### config.mk
export PLATFORM = sky130hd
export DESIGN_NAME = cache_tag_store
export DESIGN_NICKNAME = d
export VERILOG_FILES = /design/src/hdl/cache_pkg.sv /design/src/hdl/cache_tag_store.sv
export VERILOG_INCLUDE_DIRS = /design/src /design/src/hdl
export SDC_FILE = /design/constraint.sdc
export NUM_CORES = 1
export LEC_CHECK = 0
export BUFFER_PORTS_ARGS = -buffer_cell sky130_fd_sc_hd__buf_2
export CORE_ASPECT_RATIO = 0.7
export CORE_MARGIN = 2
export CORE_UTILIZATION = 50
export DETAILED_ROUTE_END_ITERATION = 12
export PLACE_DENSITY_LB_ADDON = 0.15
export REMOVE_ABC_BUFFERS = 1
export SLEW_MARGIN = 20
export SYNTH_ARGS = -nofsm -noshare
export SYNTH_HDL_FRONTEND = slang
export SYNTH_SLANG_ARGS = --single-unit
### constraint.sdc
create_clock -name clk -period 1.15 [get_ports clk]
set_input_delay 0.0575 -clock clk [delete_from_list [all_inputs] [get_ports clk]]
set_output_delay 0.0575 -clock clk [all_outputs]
set_load 0.05 [all_outputs]
### src/hdl/cache_config.svh
`ifndef CACHE_CONFIG_SVH
`define CACHE_CONFIG_SVH

// Cache geometry
`define CACHE_WAYS 4
`define CACHE_SETS 16

// Port widths
`define CACHE_ADDR_W 32
`define CACHE_LINE_W 256
`define CACHE_WORD_W 32

`endif

### src/hdl/cache_pkg.sv
`include "cache_config.svh"

package cache_pkg;

    typedef logic [`CACHE_ADDR_W-1:0]     addr_t;
    typedef logic [`CACHE_WORD_W-1:0]     word_t;
    typedef logic [`CACHE_LINE_W-1:0]     line_t;
    typedef logic [$clog2(`CACHE_SETS)-1:0] index_t;
    typedef logic [$clog2(`CACHE_WAYS)-1:0] way_t;
    typedef logic [`CACHE_WORD_W/8-1:0]   wmask_t;
    typedef logic [`CACHE_LINE_W/8-1:0]   lmask_t;
    typedef logic [`CACHE_WAYS-2:0]       plru_t;

    // Upper address bits left after index and byte offset
    typedef logic [`CACHE_ADDR_W-$clog2(`CACHE_SETS)-$clog2(`CACHE_LINE_W/8)-1:0] tag_t;

    typedef enum logic [2:0] {
        idle_s,
        compare_tag_s,
        writeback_s,
        allocate_s,
        refill_s
    } cache_state_t;

    typedef struct packed {
        addr_t  addr;
        logic   rmask;
        wmask_t wmask;
        word_t  wdata;
    } ufp_req_t;

    typedef struct packed {
        addr_t addr;
        logic  read;
        logic  write;
        line_t wdata;
    } dfp_req_t;

    typedef struct packed {
        logic valid;
        logic dirty;
        tag_t tag;
    } tag_entry_t;

endpackage

### src/hdl/cache_tag_store.sv
`include "cache_config.svh"

module cache_tag_store (
    input  logic                   clk,
    input  logic                   arst_n,
    input  cache_pkg::index_t      index,
    input  logic [`CACHE_WAYS-1:0] we,
    input  cache_pkg::tag_entry_t  wentry,
    output cache_pkg::tag_entry_t  rentry [`CACHE_WAYS]
);

    generate
        for (genvar w = 0; w < `CACHE_WAYS; w++) begin : g_way
            logic [`CACHE_SETS-1:0] valid_q;
            logic [`CACHE_SETS-1:0] dirty_q;
            cache_pkg::tag_t        tag_mem [`CACHE_SETS];
            logic                   rvalid;
            logic                   rdirty;
            cache_pkg::tag_t        rtag;

            // Valid and dirty bits per set
            always_ff @(posedge clk or negedge arst_n) begin
                if (!arst_n) begin
                    valid_q <= '0;
                    dirty_q <= '0;
                end else if (we[w]) begin
                    valid_q[index] <= wentry.valid;
                    dirty_q[index] <= wentry.dirty;
                end
            end

            always_ff @(posedge clk or negedge arst_n) begin
                if (!arst_n) begin
                    rvalid <= 1'b0;
                    rdirty <= 1'b0;
                end else begin
                    rvalid <= valid_q[index];
                    rdirty <= dirty_q[index];
                end
            end

            always_ff @(posedge clk) begin
                if (we[w]) begin
                    tag_mem[index] <= wentry.tag;
                end
                rtag <= tag_mem[index];
            end

            assign rentry[w].valid = rvalid;
            assign rentry[w].dirty = rdirty;
            assign rentry[w].tag   = rtag;
        end
    endgenerate

    // Control only ever fills or updates a single way
    a_tag_we_onehot: assert property (
        @(posedge clk) disable iff (!arst_n) $onehot0(we)
    );

endmodule

==> results.py <==
metrics = {
    "power": {
        "seq_power_share_pct": 52.2,
        "pwr-share-clk_pct": 38.9,
        "comb_power_share_pct": 8.9,
        "vdd_drop_max_mv": 1.56,
        "netSwitchingFraction_pct": 22.5,
        "p_int_mw": 105,
        "power_density_nw_per_um2": 1730,
        "power.total_mw": 136,
        "p_leak_nw": 26.3,
        "power.switching_mw": 30.5,
    },
    "grt": {
        "antenna_found_initial": 6,
        "grt_max_degree": 65,
        "grt-ovfl-total": 0,
        "grt_pass1_vias": 32300,
        "grt_first_pass_wirelength_mm": 222,
        "grt_util_all_layers_pct": 23.7,
    },
    "routing": {
        "drt_wl_total_mm": 150,
        "drt-met1-wl_mm": 64.6,
        "wire_per_inst_um": 29.1,
        "vias": 30800,
        "top_layer_used": "met4",
        "dr.pass1.iters": 5,
        "wl_met2_mm": 71.8,
        "drtAntennaViolNets": 0,
        "post-route-drc-count": 0,
        "viasPerCell": 5.95,
        "drt_iter0_markers": 3453,
        "dr_wl_met3_mm": 9.98,
    },
    "final_layout": {
        "multi_input_comb_area_um2": 13800,
        "nFillCells": 8483,
        "final-seq-area_um2": 49600,
        "fin_nets": 3399,
        "area_growth_pct": 23.9,
        "final_cell_mix": "edfxtp_1 (1,472), mux4_2 (400), buf_12 (206), buf_4 (201), clkbuf_16 (160)",
        "final_common_cell": "edfxtp_1",
        "drive_gt1_share_pct": 46.3,
    },
    "job": {
        "cap_viol_max_count": 0,
    },
    "die": {
        "die-area_um2": 129000,
        "chipHeight_um": 302,
        "start_util_pct": 50.3,
        "rows": 109,
        "core_um2": 126000,
        "io_pins": 135,
        "die_w_um": 429,
    },
    "cts": {
        "clk_pin_slew_ps": 60,
        "htreeDepth": 4,
        "cts_made_buffers": 158,
        "cts_tree": "yes",
        "clkSinkCount": 1700,
        "clockRootBuffer": "clkbuf_16",
        "clock_path_buffers": 3,
        "clk_latency_ps": 780,
    },
    "timing": {
        "worst_slew_pin_slew_ps": 518,
        "finalCritPeriodShare_pct": 127,
        "finalHoldViolations": 0,
        "fmax_mhz": 685,
        "finalMaxSlewViolations": 0,
        "rsz0062_at_grt": "yes",
        "relSlewSlack_pct": 65.5,
        "finalCriticalPeriod_ps": 1460,
        "finalSetupViolCount": 200,
        "finClkSkew_ps": 28.4,
        "setup_ws_ps": -310,
        "tns_ps": -28440,
    },
    "placed_design": {
        "routabilityCongestion": 0.785,
        "dp_hpwl_mm": 90.2,
        "port_buffers": 134,
    },
    "synthesis": {
        "ys_types": 24,
        "synthAdderAreaFrac_pct": 0,
        "synth-xor-area-share_pct": 0,
        "synth_cells": 2796,
        "synth.avg_cell_area_um2": 22.6,
        "syn_area_um2": 63300,
        "synth_simple_gate_area_share_pct": 1.36,
        "synth_top_family_by_area": "multiplexers",
        "synth_seq_cells": 1700,
        "ys_warn_count": 0,
        "synth_compound_area_share_pct": 2.37,
        "muxShareOfSynthArea_pct": 16.5,
        "yosysSeqAreaShare_pct": 78.1,
    },
    "outcome": {
        "violations": "negative setup slack",
        "status": "complete, but fails checks",
    },
    "critical_path": {
        "cp.arrival_ps": 1400,
        "critPathMaxStageDelay_ps": 460,
        "slowest_stage": "dfrtp_2",
        "worstPathRequired_ps": 1090,
        "critPathKind": "reg2out",
        "worstPathMaxFanout": 1,
        "crit_path_end_kind": "output pin",
        "crit_path_start_kind": "flop",
        "critical_path.top_delay_family": "flip-flops",
        "crit_path_cell_trace": "buf_6",
        "path_buf_inv": 1,
    },
    "min_path": {
        "hp-class": "in2reg",
    },
}
Yosys cell counts:
master,instances,area share [%]
buf_1,11,0.065
nor2_4,10,0.18
nand2b_1,2,0.020
nor2_2,1,0.0099
dfrtp_1,136,5.4
nand3_1,16,0.13
nor2b_1,3,0.030
buf_2,58,0.46
edfxtp_1,1472,70
mux2_2,128,2.3
inv_1,16,0.095
nand2_1,101,0.60
clkbuf_1,50,0.30
mux4_2,400,14
buf_4,20,0.24
or2_1,1,0.0099
nand3b_1,8,0.095
buf_6,26,0.46
and2_1,1,0.0099
a22oi_1,200,2.4
dfxtp_1,92,2.9
nand4_1,4,0.040
nor2_1,39,0.23
and2b_1,1,0.012
cell type report:
| cell class | count | share of cell area (%) |
|---|---|---|
| Clock buffer | 211 | 5.57 |
| Inverter | 16 | 0.0766 |
| Timing Repair Buffer | 573 | 9.66 |
| Multi-Input combinational cell | 915 | 17.6 |
| Clock inverter | 85 | 1.16 |
| Antenna cell | 2 | 0.00638 |
| Sequential cell | 1700 | 63.3 |
| Tap cell | 1665 | 2.66 |
cells by family after synthesis:
kind of cell,after synthesis
flops,1700
mux,528
compound gates,200
simple gates,187
buf+inv,181
path summary, 6_finish.rpt:
check                                                 start                              end  slack, ps  depth (start not counted)
hold / removal                                     index[1]        g_way[3].rtag[13]$_DFF_P_         60                          5
hold reg to reg             g_way[2].dirty_q[3]$_DFFE_PN0P_  g_way[2].dirty_q[3]$_DFFE_PN0P_        500                          1
min in group asynchronous                            arst_n  g_way[1].valid_q[8]$_DFFE_PN0P_        340                          3
setup reg to reg           g_way[0].tag_mem[1][4]$_DFFE_PP_         g_way[0].rtag[4]$_DFF_P_       -210                          4
setup / recovery                  g_way[2].rvalid$_DFF_PN0_                       rentry[49]       -310                          1
max in group asynchronous                            arst_n        g_way[1].rdirty$_DFF_PN0_        220                          4
timing repair:
item	in CTS	in global routing
endpoints found under the hold margin	1784	0
setup buffers	0	1
pin swaps	187	15
hold buffers	32	0
endpoints found under the setup margin	200	294
gates resized for setup	512	45
power groups by stage:
stage / sequential, mW / combinational, mW / clock (mW)
floorplan: 73.1 / 4.08 / 0
global placement: 71.9 / 10.6 / 0
detailed placement: 72.0 / 10.8 / 0
CTS: 71.0 / 12.1 / 54.0
global route: 71.2 / 12.7 / 56.4
finish: 71.0 / 12.0 / 52.9
state kept, by name, summed over array words and instances (netlist names):
signal / count
g_way.valid_q: 64
g_way.rdirty: 4
g_way.rtag: 92
g_way.tag_mem: 1472
g_way.dirty_q: 64
g_way.rvalid: 4
metal layers:
layer | track usage (%) | vias to the layer above
li1 | - | 12900
met1 | 34.5 | 16600
met2 | 37.3 | 1112
met3 | 3.98 | 192
met4 | 7.73 | 0
met5 | 0 | -
through the flow:
step                setup WS, ps  hold slack (ps)  area (um^2)  instances  utilization, %
floorplan                  -2700             -238        62300       2631               -
global route                -363             38.9        78400       5166            62.3
detailed placement          -734             21.2        71000       4838            56.4
CTS                         -384             3.50        78200       5164            62.1
finish                      -310             55.4        78400       5167            62.3
global placement            -746             6.24        71000       4838            56.4
No activity file was read; power rests on OpenSTA's default activity.
